**src/graph_cu_config.svh**
```systemverilog
//////////////////////////////////////////////////
// Sizing macros for the graph-engine control unit
// Unit count, field widths and job buffer depth
//////////////////////////////////////////////////

`ifndef GRAPH_CU_CONFIG_SVH
`define GRAPH_CU_CONFIG_SVH

// Compute units
`define NUM_CU            4
`define CU_ID_BITS        2

// Job and memory fields
`define VERTEX_ID_BITS    16
`define EDGE_COUNT_BITS   8
`define ADDR_BITS         32
`define DATA_BITS         32
`define COUNT_BITS        16

// Vertex job buffer
`define JOB_FIFO_DEPTH    8
`define JOB_FIFO_HEADROOM 2

`endif

```
**src/graph_cu_pkg.sv**
```systemverilog
//////////////////////////////////////////////////
// Shared types of the graph-engine control unit
// Width typedefs and the compute unit state
//////////////////////////////////////////////////

`default_nettype none

`include "graph_cu_config.svh"

package graph_cu_pkg;

	// Field words
	typedef logic [`CU_ID_BITS-1:0]      cu_id_t;
	typedef logic [`VERTEX_ID_BITS-1:0]  vertex_id_t;
	typedef logic [`EDGE_COUNT_BITS-1:0] edge_count_t;
	typedef logic [`ADDR_BITS-1:0]       addr_t;
	typedef logic [`DATA_BITS-1:0]       data_t;

	// Done counters, per unit and summed
	typedef logic [`COUNT_BITS-1:0]      count_t;

	// Compute unit FSM
	typedef enum logic [1:0] {
		CU_IDLE   = 2'd0,
		CU_ISSUE  = 2'd1,
		CU_WAIT   = 2'd2,
		CU_RETIRE = 2'd3
	} cu_state_e;

endpackage

`default_nettype wire

```
**src/vertex_cu.sv**
```systemverilog
//////////////////////////////////////////////////
// Vertex compute unit
// One read per edge, job retires on last beat
//////////////////////////////////////////////////

`timescale 1ns/1ns
`default_nettype none

module vertex_cu
	import graph_cu_pkg::*;
(
	input  logic        clock,
	input  logic        rstn,
	input  logic        job_valid,
	input  vertex_id_t  job_vertex_id,
	input  addr_t       job_edge_base,
	input  edge_count_t job_edge_count,
	input  logic        cmd_grant,
	input  logic        data_valid,
	output logic        job_request,
	output logic        cmd_request,
	output addr_t       cmd_address,
	output count_t      vertex_count,
	output count_t      edge_count
);
	cu_state_e   state;
	vertex_id_t  vertex_id;
	addr_t       edge_base;
	edge_count_t edges;
	edge_count_t issued;
	edge_count_t returned;
	edge_count_t returned_next;
	edge_count_t issued_next;

	assign returned_next = returned + edge_count_t'(data_valid);
	assign issued_next   = issued + 1'b1;

	assign job_request = (state == CU_IDLE);
	assign cmd_request = (state == CU_ISSUE);
	// Reads walk the edge list from its base
	assign cmd_address = edge_base + addr_t'(issued);

	//////////////////////////////////////////////////
	// Control FSM
	//////////////////////////////////////////////////

	always_ff @(posedge clock or negedge rstn) begin
		if (!rstn) begin
			state        <= CU_IDLE;
			issued       <= '0;
			returned     <= '0;
			vertex_count <= '0;
			edge_count   <= '0;
		end else begin
			case (state)
				CU_IDLE: begin
					issued   <= '0;
					returned <= '0;
					if (job_valid) begin
						state <= (job_edge_count == '0) ? CU_RETIRE : CU_ISSUE;
					end
				end
				CU_ISSUE: begin
					// Early beats may come back while still issuing
					returned <= returned_next;
					if (cmd_grant) begin
						issued <= issued_next;
						if (issued_next == edges) begin
							state <= CU_WAIT;
						end
					end
				end
				CU_WAIT: begin
					returned <= returned_next;
					if (returned_next == edges) begin
						state <= CU_RETIRE;
					end
				end
				CU_RETIRE: begin
					vertex_count <= vertex_count + 1'b1;
					edge_count   <= edge_count + count_t'(edges);
					state        <= CU_IDLE;
				end
				default: begin
					state <= CU_IDLE;
				end
			endcase
		end
	end

	// Job fields held for the life of the job
	always_ff @(posedge clock) begin
		if ((state == CU_IDLE) && job_valid) begin
			vertex_id <= job_vertex_id;
			edge_base <= job_edge_base;
			edges     <= job_edge_count;
		end
	end

	// Router must only deliver beats this unit asked for
	assert property (@(posedge clock) disable iff (!rstn) data_valid |-> (state != CU_IDLE))
		else $error("read beat for idle unit, last vertex %0h", vertex_id);

endmodule

`default_nettype wire

```
**config.mk**
```make
export PLATFORM = sky130hd
export DESIGN_NAME = vertex_cu
export DESIGN_NICKNAME = d
export VERILOG_FILES = /design/src/graph_cu_pkg.sv /design/src/vertex_cu.sv
export VERILOG_INCLUDE_DIRS = /design/src /design/src/src
export SDC_FILE = /design/constraint.sdc
export NUM_CORES = 1
export LEC_CHECK = 0
export BUFFER_PORTS_ARGS = -buffer_cell sky130_fd_sc_hd__buf_2
export CORE_UTILIZATION = 43
export DETAILED_ROUTE_END_ITERATION = 12
export PLACE_DENSITY = 0.72
export SYNTH_ARGS = -nofsm -noshare
export SYNTH_HDL_FRONTEND = slang
export SYNTH_SLANG_ARGS = --single-unit
```
**constraint.sdc**
```tcl
create_clock -name clock -period 7.2 [get_ports clock]
set_input_delay 1.08 -clock clock [delete_from_list [all_inputs] [get_ports clock]]
set_output_delay 1.08 -clock clock [all_outputs]
set_load 0.1 [all_outputs]
```
==> results.sh, run 1 <==
export IMPL_status="finished, final reports clean"
export IMPL_power_uw=2560
export IMPL_syn_inst=454
export IMPL_clkLatencyLatePin_ps=340
export IMPL_root_buffer="clkbuf_16"
export IMPL_cp_arrival_ps=3240
export IMPL_dp_cells=697
export IMPL_grt_pass1_wl_um=17700
export IMPL_antenna_cells=0
export IMPL_ff_latch_area_mm2=0.00245
export IMPL_grt_pass1_vias=3687
export IMPL_drt_iter0_drc=209
export IMPL_fmax_mhz=232
export IMPL_seq_area_frac_synth_pct=48.5
export IMPL_drt_antenna_violating_nets=0
export IMPL_syn_avg_cell_area_um2=11.1
export IMPL_power_frac_comb_pct=53.2
export IMPL_hold_violations=0
export IMPL_syn_nets=541
export IMPL_grt_max_degree=51
export IMPL_synth_top_cell_area_share_pct=24.7
export IMPL_coreArea_mm2=0.0114
export IMPL_p_per_area_mw_per_mm2=424
export IMPL_setup_tns_ps=0
export IMPL_boundaryPins=127
export IMPL_start_util_pct=44.3
export IMPL_antenna_found_initial=0
export IMPL_postCtsHoldBufs=0
export IMPL_rsz0062_at_grt="no"
export IMPL_synth_largest_area_cell="dfrtp_1"
export IMPL_multiInputGateArea_mm2=0.00252
export IMPL_worst_setup_path_end_kind="output port"
export IMPL_ir_drop_mv=0.456
export IMPL_cts_sinks=90
export IMPL_post_route_period_util_pct=60.0
export IMPL_fillCellCount=1005
export IMPL_final_setup_viol_count=0
export IMPL_yosysMostFrequentCell="xnor2_1"
export IMPL_maxCapViolations=0
export IMPL_ys_types=55
export IMPL_cts_resized=0
export IMPL_area_growth_pct=19.2
export IMPL_hold_class="flip-flop to flip-flop"
export IMPL_tightest_slew_ps=1070
export IMPL_crit_path_start_kind="flip-flop"
export IMPL_post_dp_hpwl_um=7910
export IMPL_yosysWarningCount=0
export IMPL_sw_frac_of_total_pct=51.4
export IMPL_vias_per_cell=5.26
export IMPL_vias=3752
export IMPL_drtPass1Iterations=4
export IMPL_clkTransAtPathRegs_ps=60
export IMPL_synth_edf_count=40
export IMPL_maxSlewHeadroom_pct=28.3
export IMPL_async_reset_ff_share_pct=55.6
export IMPL_drive_gt1_share_pct=25.4
export IMPL_wire_per_inst_um=14.9
export IMPL_internal_power_uw=1240
export IMPL_clock_skew_ps=4.97
export IMPL_grt_total_usage_pct=18.2
export IMPL_ys_ff_latch=90
export IMPL_crit_fanout=8
export IMPL_stdcell_count=713
export IMPL_gp_congestion=0.820
export IMPL_synthesis_area_mm2=0.00506
export IMPL_synth_area_top_cells="dfrtp_1 25%, edfxtp_1 24%, xnor2_1 9.0%, ha_1 5.9%, xor2_1 4.5%"
export IMPL_drc=0
export IMPL_globalRoute_totalOverflow=0
export IMPL_routed_wirelength_um=10600
export IMPL_postCtsSetupBuffers=0
export IMPL_fp_dieW_um=110
export IMPL_ctsLongestPathBuffers=2
export IMPL_min_period_ps=4320
export IMPL_cp_required_ps=6120
export IMPL_htree_levels=3
export IMPL_p_switching_uw=1310
export IMPL_slew_violations=0
export IMPL_crit_type="flip-flop to output port"
export IMPL_nNetsFinal=652
export IMPL_ys_flop_type="dfrtp_1"
export IMPL_whs_ps=463
export IMPL_cts_tree="done"
export IMPL_power_clock_fraction_pct=17.0
export IMPL_synth_common_cells="52 x xnor2_1, 50 x dfrtp_1, 40 x edfxtp_1"
export IMPL_p_leak_uw=0.00274
export IMPL_fp_row_count=39
export IMPL_design_die_area_mm2=0.0122
export IMPL_pwr_share_seq_pct=29.9
export IMPL_die_h_um=110
export IMPL_io_buffers=110
export IMPL_cts_buffers=9
## final cells by class
class	instances	share of cell area, %
well taps	143	2.97
flip-flops and latches	90	40.7
repair buffers	112	9.38
inverters	12	0.747
clock buffers	16	4.50
multi-input cells	340	41.8
## state kept, by name, indices dropped and copies added (netlist names)
register	flops
state	2
issued	8
edge_count	16
vertex_count	16
edge_base	32
returned	8
edges	8
## worst max-delay path: stages (launching register included)
cell and delay, ps:
dfrtp_1 470, ha_1 250, fa_1 410, a21o_1 210
a21oi_1 220, nor2b_1 120, o211ai_1 460, or3_1 200
xnor2_1 120, buf_2 440
## cells in the final DEF (no fill, tap or decap), types with 5 or more instances in the layout
cell type,count
buf_2,110
xnor2_1,52
dfrtp_1,50
edfxtp_1,40
nand2_1,30
xor2_1,26
ha_1,24
nand3_1,22
nor2_1,21
a21oi_1,17
o21ai_0,15
inv_1,12
mux2_2,12
nand4_1,11
and3_1,11
a22o_1,10
a21o_1,9
nor3_1,9
clkbuf_16,9
nand2b_1,6
o21a_1,5
or3_1,5
clkbuf_1,5
## final timing paths
kind / start / end / slack (ps) / depth (start not counted)
worst max-delay path: issued[0]$_DFFE_PN0P_ / cmd_address[20] / 2880 / 9
worst min register to register: edge_count[15]$_DFFE_PN0N_ / edge_count[15]$_DFFE_PN0N_ / 460 / 1
worst min-delay path: edge_count[15]$_DFFE_PN0N_ / edge_count[15]$_DFFE_PN0N_ / 460 / 1
min in group asynchronous: rstn / vertex_count[5]$_DFFE_PN0N_ / 840 / 2
max in group asynchronous: rstn / issued[0]$_DFFE_PN0P_ / 5910 / 2
worst max register to register: edges[0]$_DFFE_PP_ / edge_count[14]$_DFFE_PN0N_ / 4500 / 8
## stage by stage
step / setup WS, ps / area [µm²] / utilization (%)
CTS: 2850 / 6030 / 52.8
global placement: 3300 / 5760 / 50.4
detailed placement: 3240 / 5760 / 50.4
floorplan: 2750 / 5060 / -
global route: 2690 / 6030 / 52.8
finish: 2880 / 6030 / 52.8
## power by group through the flow
stage | Sequential (µW) | Clock [µW] | Combinational, µW
after CTS | 763 | 447 | 1360
after global routing | 780 | 464 | 1440
final | 763 | 434 | 1360
after global placement | 764 | 0 | 1340
after detailed placement | 772 | 0 | 1360
after floorplan | 1080 | 0 | 822
## cells by family after synthesis
kind of cell,synth area share [%]
simple gates,15.0
mux,3.26
flops,48.5
fa+ha+maj,6.73
xor+xnor,13.5
compound gates,11.2
buf+inv,1.88
## layer usage
metal  wire length [µm]  vias up  part of all wire, %  GRT usage, %
met3                469       19                  4.4          4.01
met4                262        0                  2.5          8.71
met1               4830     1777                   45          23.4
met2               5080       86                   48          29.2
li1                   -     1870                    -             -
met5                  0        -                    0             0
Note: power is estimated with default switching activity, not from simulation.
==> inputs of run 2 (changes only) <==
Settings changed: PLACE_DENSITY 0.72 to 0.74.
Clock period 7.2 ns to 3.7 ns, I/O delays scaled along.
==> results.sh, run 2 (synthesized netlist as in run 1, its figures left out) <==
export IMPL_p_switching_uw=2600
export IMPL_antenna_cells=0
export IMPL_worst_setup_path_end_kind="output port"
export IMPL_die_h_um=110
export IMPL_coreArea_mm2=0.0114
export IMPL_fp_row_count=39
export IMPL_nNetsFinal=653
export IMPL_hold_class="primary input to async pin"
export IMPL_regMostFlops="edge_base"
export IMPL_cp_required_ps=3140
export IMPL_slew_violations=0
export IMPL_crit_family="compound AO/OA/AOI/OAI gates"
export IMPL_htree_levels=3
export IMPL_drt_antenna_violating_nets=0
export IMPL_grt_pass1_vias=3871
export IMPL_cts_tree="done"
export IMPL_whs_ps=259
export IMPL_p_per_area_mw_per_mm2=812
export IMPL_cts_sinks=90
export IMPL_critical_path_cell_chain="ha_1 -> fa_1 -> a21o_1 -> a21oi_1 -> nor2b_1 -> o21a_1 -> nand4_1 -> xnor2_2 -> clkbuf_4"
export IMPL_drc=0
export IMPL_pwr_share_seq_pct=29.4
export IMPL_fp_dieW_um=110
export IMPL_cp_arrival_ps=2990
export IMPL_sw_frac_of_total_pct=51.1
export IMPL_hold_violations=0
export IMPL_crit_start="issued[0]$_DFFE_PN0P_"
export IMPL_rr_worst_depth=8
export IMPL_io_buffers=110
export IMPL_tightest_slew_ps=1150
export IMPL_min_period_ps=3540
export IMPL_wire_per_inst_um=15.2
export IMPL_setup_ws_ps=156
export IMPL_crit_fanout=8
export IMPL_grt_max_degree=41
export IMPL_start_util_pct=44.3
export IMPL_clock_skew_ps=5.07
export IMPL_crit_type="flip-flop to output port"
export IMPL_maxCapViolations=0
export IMPL_top_regs="edge_base x32, edge_count x16, vertex_count x16"
export IMPL_root_buffer="clkbuf_16"
export IMPL_fmax_mhz=282
export IMPL_area_growth_pct=23.9
export IMPL_max_stage_delay_ps=490
export IMPL_antenna_found_initial=0
export IMPL_status="finished, final reports clean"
export IMPL_stdcell_count=714
export IMPL_p_leak_uw=0.00287
export IMPL_utilization_pct=54.9
export IMPL_final_setup_viol_count=0
export IMPL_drive_gt1_share_pct=29.4
export IMPL_vias_per_cell=5.38
export IMPL_post_dp_hpwl_um=8040
export IMPL_routed_wirelength_um=10900
export IMPL_ir_drop_mv=0.828
export IMPL_grt_total_usage_pct=19.2
export IMPL_r2r_end="edge_count[8]$_DFFE_PN0N_"
export IMPL_clkLatencyLatePin_ps=340
export IMPL_drtPass1Iterations=4
export IMPL_crit_path_start_kind="flip-flop"
export IMPL_final_common_cell="buf_2"
export IMPL_layout_common_cells="99 x buf_2, 50 x dfrtp_1, 40 x edfxtp_1"
export IMPL_pre_cts_ws_ps=278
export IMPL_maxSlewHeadroom_pct=23.2
export IMPL_globalRoute_totalOverflow=0
export IMPL_r2r_slack_ps=990
export IMPL_cts_buffers=9
export IMPL_ctsLongestPathBuffers=2
export IMPL_reg2reg_from="edges[0]$_DFFE_PP_"
export IMPL_clkTransAtPathRegs_ps=60
export IMPL_gp_congestion=0.790
export IMPL_power_uw=5090
export IMPL_postCtsHoldBufs=0
export IMPL_internal_power_uw=2490
export IMPL_power_clock_fraction_pct=17.6
export IMPL_drt_iter0_drc=255
export IMPL_crit_path_top_delay_cell="dfrtp_1"
export IMPL_grt_pass1_wl_um=18700
export IMPL_dp_cells=697
export IMPL_crit_buf_inv=1
export IMPL_design_die_area_mm2=0.0122
export IMPL_vias=3843
export IMPL_rsz0062_at_grt="no"
export IMPL_power_frac_comb_pct=53.0
export IMPL_boundaryPins=127
export IMPL_largest_reg_flops=32
export IMPL_post_route_period_util_pct=95.8
==> run 2: worst max-delay path by stage <==
stage	endpoint	slack (ps)	cells past startpoint
finish	cmd_address[28]	160	9
global route	cmd_address[26]	10	9
CTS	cmd_address[18]	20	9
detailed placement	cmd_address[18]	280	9
global placement	cmd_address[22]	330	9
floorplan	cmd_address[10]	-30	8
==> run 2: per-stage QoR <==
step           TNS, ps  area [µm²]
3_3_place_gp         0        5950
3_5_place_dp         0        5950
6_report             0        6270
5_1_grt              0        6270
2_1_floorplan    -30.0        5200
4_1_cts              0        6240
==> run 2: what timing repair did <==
item	in CTS	in global routing
resized for setup	3	7
setup buffers	0	1
pin swaps	1	1
setup endpoints to repair	3	16
==> run 2: cell type report <==
class | count | area [µm²]
fillers | 979 | 5150
multi-input cells | 340 | 2670
flip-flops and latches | 90 | 2450
repair buffers | 113 | 638
clock buffers | 11 | 233
well taps | 143 | 179
clock inverters | 5 | 55.1
inverters | 12 | 45.0
==> run 2: worst reg2reg max path, delay by kind of cell, from the launching register on <==
| family | cells | cell delay, ps |
|---|---|---|
| adder cells (fa/ha/maj) | 2 | 680 |
| AND/OR/NAND/NOR | 1 | 140 |
| flip-flops | 1 | 500 |
| XOR/XNOR | 1 | 170 |
| AO/OA/AOI/OAI | 4 | 1100 |
==> run 2: power groups by stage <==
stage / sequential (µW) / combinational (µW) / clock, µW
after floorplan: 2110 / 1620 / 0
after global placement: 1500 / 2640 / 0
after detailed placement: 1520 / 2700 / 0
after CTS: 1500 / 2710 / 917
after global routing: 1530 / 2860 / 956
final: 1500 / 2700 / 895
==> run 2: per-layer routing <==
layer / wire (µm) / GRT usage (%) / vias up
met5: 0 / 0 / -
met4: 165 / 7.02 / 0
met3: 518 / 3.90 / 11
met2: 5350 / 31.9 / 99
met1: 4850 / 24.7 / 1856
li1: - / - / 1877
==> inputs of run 3 (changes only) <==
Settings changed: CORE_ASPECT_RATIO set to 1.4.
==> results.sh, run 3 (synthesized netlist as in run 1, its figures left out) <==
export IMPL_cts_sinks=90
export IMPL_fp_row_count=46
export IMPL_design_die_area_mm2=0.0122
export IMPL_gp_congestion=0.769
export IMPL_final_setup_viol_count=0
export IMPL_power_clock_fraction_pct=18.0
export IMPL_routed_wl_met3_um=588
export IMPL_drc=0
export IMPL_vias=3866
export IMPL_r2r_end="edge_count[14]$_DFFE_PN0N_"
export IMPL_largest_reg_flops=32
export IMPL_area_growth_pct=23.9
export IMPL_ff_latch_area_mm2=0.00245
export IMPL_reg2reg_from="edges[0]$_DFFE_PP_"
export IMPL_hold_class="primary input to async pin"
export IMPL_maxCapViolations=0
export IMPL_die_h_um=130
export IMPL_final_common_cell="buf_2"
export IMPL_post_route_period_util_pct=97.0
export IMPL_grt_pass1_vias=3942
export IMPL_ctsLongestPathBuffers=2
export IMPL_wl_met1_um=4380
export IMPL_status="finished, final reports clean"
export IMPL_utilization_pct=55.0
export IMPL_cp_required_ps=3140
export IMPL_htree_levels=3
export IMPL_multiInputGateArea_mm2=0.00266
export IMPL_layout_common_cells="101 x buf_2, 50 x dfrtp_1, 40 x edfxtp_1"
export IMPL_drt_antenna_violating_nets=0
export IMPL_wire_per_inst_um=15.6
export IMPL_p_leak_uw=0.00288
export IMPL_drtPass1Iterations=4
export IMPL_top_regs="edge_base x32, edge_count x16, vertex_count x16"
export IMPL_post_dp_hpwl_um=8530
export IMPL_crit_family="compound AO/OA/AOI/OAI gates"
export IMPL_grt_max_degree=41
export IMPL_worst_setup_path_end_kind="output port"
export IMPL_vias_per_cell=5.41
export IMPL_r2r_slack_ps=990
export IMPL_fillCellCount=994
export IMPL_grt_pass1_wl_um=18000
export IMPL_cts_tree="done"
export IMPL_hold_violations=0
export IMPL_tightest_slew_ps=1120
export IMPL_power_frac_comb_pct=52.7
export IMPL_internal_power_uw=2520
export IMPL_p_switching_uw=2590
export IMPL_critical_path_cell_chain="ha_1 -> fa_1 -> a21o_1 -> a21oi_1 -> nor2b_1 -> o21a_1 -> nand2_1 -> xnor2_1 -> buf_2"
export IMPL_crit_type="flip-flop to output port"
export IMPL_root_buffer="clkbuf_16"
export IMPL_start_util_pct=44.4
export IMPL_regMostFlops="edge_base"
export IMPL_postCtsHoldBufs=0
export IMPL_pwr_share_seq_pct=29.2
export IMPL_drive_gt1_share_pct=29.1
export IMPL_ir_drop_mv=0.678
export IMPL_drt_iter0_drc=131
export IMPL_max_stage_delay_ps=490
export IMPL_cts_buffers=9
export IMPL_crit_path_top_delay_cell="dfrtp_1"
export IMPL_crit_fanout=8
export IMPL_io_buffers=110
export IMPL_nNetsFinal=653
export IMPL_globalRoute_totalOverflow=0
export IMPL_rsz0062_at_grt="no"
export IMPL_clkTransAtPathRegs_ps=60
export IMPL_wl_met2_um=5970
export IMPL_antenna_found_initial=0
export IMPL_routed_wirelength_um=11200
export IMPL_top_layer_used="met4"
export IMPL_p_per_area_mw_per_mm2=814
export IMPL_fmax_mhz=279
export IMPL_fp_dieW_um=93.7
export IMPL_cp_arrival_ps=3030
export IMPL_slew_violations=0
export IMPL_whs_ps=288
export IMPL_maxSlewHeadroom_pct=25.4
export IMPL_min_period_ps=3590
export IMPL_boundaryPins=127
export IMPL_rr_worst_depth=8
export IMPL_antenna_cells=0
export IMPL_grt_total_usage_pct=19.1
export IMPL_clkLatencyLatePin_ps=340
export IMPL_crit_buf_inv=1
export IMPL_crit_path_start_kind="flip-flop"
export IMPL_coreArea_mm2=0.0114
export IMPL_sw_frac_of_total_pct=50.7
export IMPL_clock_skew_ps=4.21
[run 3: changes by cell type in the layout (fill, tap and decap cells not counted)]
cell and delta:
a21oi_1 +1, a21oi_2 -1, buf_2 +2, buf_4 -1, clkbuf_1 -1, clkbuf_4 -1
clkbuf_8 +2, clkinv_1 +2, clkinv_2 -1, clkinv_4 -1, clkinvlp_4 -1
[run 3: power by group through the flow]
stage | sequential, µW | clock [µW] | combinational, µW
3_5_place_dp | 1510 | 0 | 2700
6_report | 1490 | 920 | 2690
4_1_cts | 1490 | 936 | 2710
2_1_floorplan | 2110 | 0 | 1620
5_1_grt | 1520 | 973 | 2860
3_3_place_gp | 1500 | 0 | 2650
[run 3: worst max path at each step]
stage / from / to / slack, ps / cells past startpoint
global placement: issued[0]$_DFFE_PN0P_ / cmd_address[22] / 330 / 9
finish: issued[0]$_DFFE_PN0P_ / cmd_address[24] / 110 / 9
detailed placement: issued[0]$_DFFE_PN0P_ / cmd_address[22] / 230 / 9
CTS: issued[0]$_DFFE_PN0P_ / cmd_address[22] / 4 / 9
global route: issued[0]$_DFFE_PN0P_ / cmd_address[10] / 9 / 9
floorplan: issued[0]$_DFFE_PN0P_ / cmd_address[10] / -30 / 8
[run 3: repair_timing]
item                       4_1_cts  5_1_grt
buffers inserted                 0        1
pin swaps                        0        1
setup endpoints to repair        3        9
gates resized for setup          3        3
[run 3: area by class of cell]
cell class              instances  share of cell area [%]
clock buffers                  12                    4.09
inverters                      12                   0.718
clock inverters                 4                   0.659
flip-flops and latches         90                    39.1
well taps                     144                    2.87
repair buffers                113                    10.1
multi-input cells             340                    42.4
[run 3: worst reg2reg max path, delay by kind of cell (launching register included)]
family	cells	cell delay, ps
AO/OA/AOI/OAI	4	1130
XOR/XNOR	1	170
adder cells (fa/ha/maj)	2	670
flip-flops	1	490
AND/OR/NAND/NOR	1	140
[run 3: stage by stage]
stage | worst slack [ps] | instances | power, µW | area, µm² | setup TNS [ps]
global route | 9.43 | 715 | 5350 | 6270 | 0
detailed placement | 232 | 698 | 4210 | 5950 | 0
global placement | 331 | 698 | 4150 | 5950 | 0
CTS | 4.43 | 714 | 5140 | 6250 | 0
finish | 111 | 715 | 5100 | 6270 | 0
floorplan | -26.3 | 454 | 3730 | 5200 | -30.0
[run 3: layer usage]
layer,vias up,GRT usage (%)
met5,-,0
met4,0,8.05
met3,19,4.20
met2,111,35.9
met1,1870,20.4
li1,1866,-
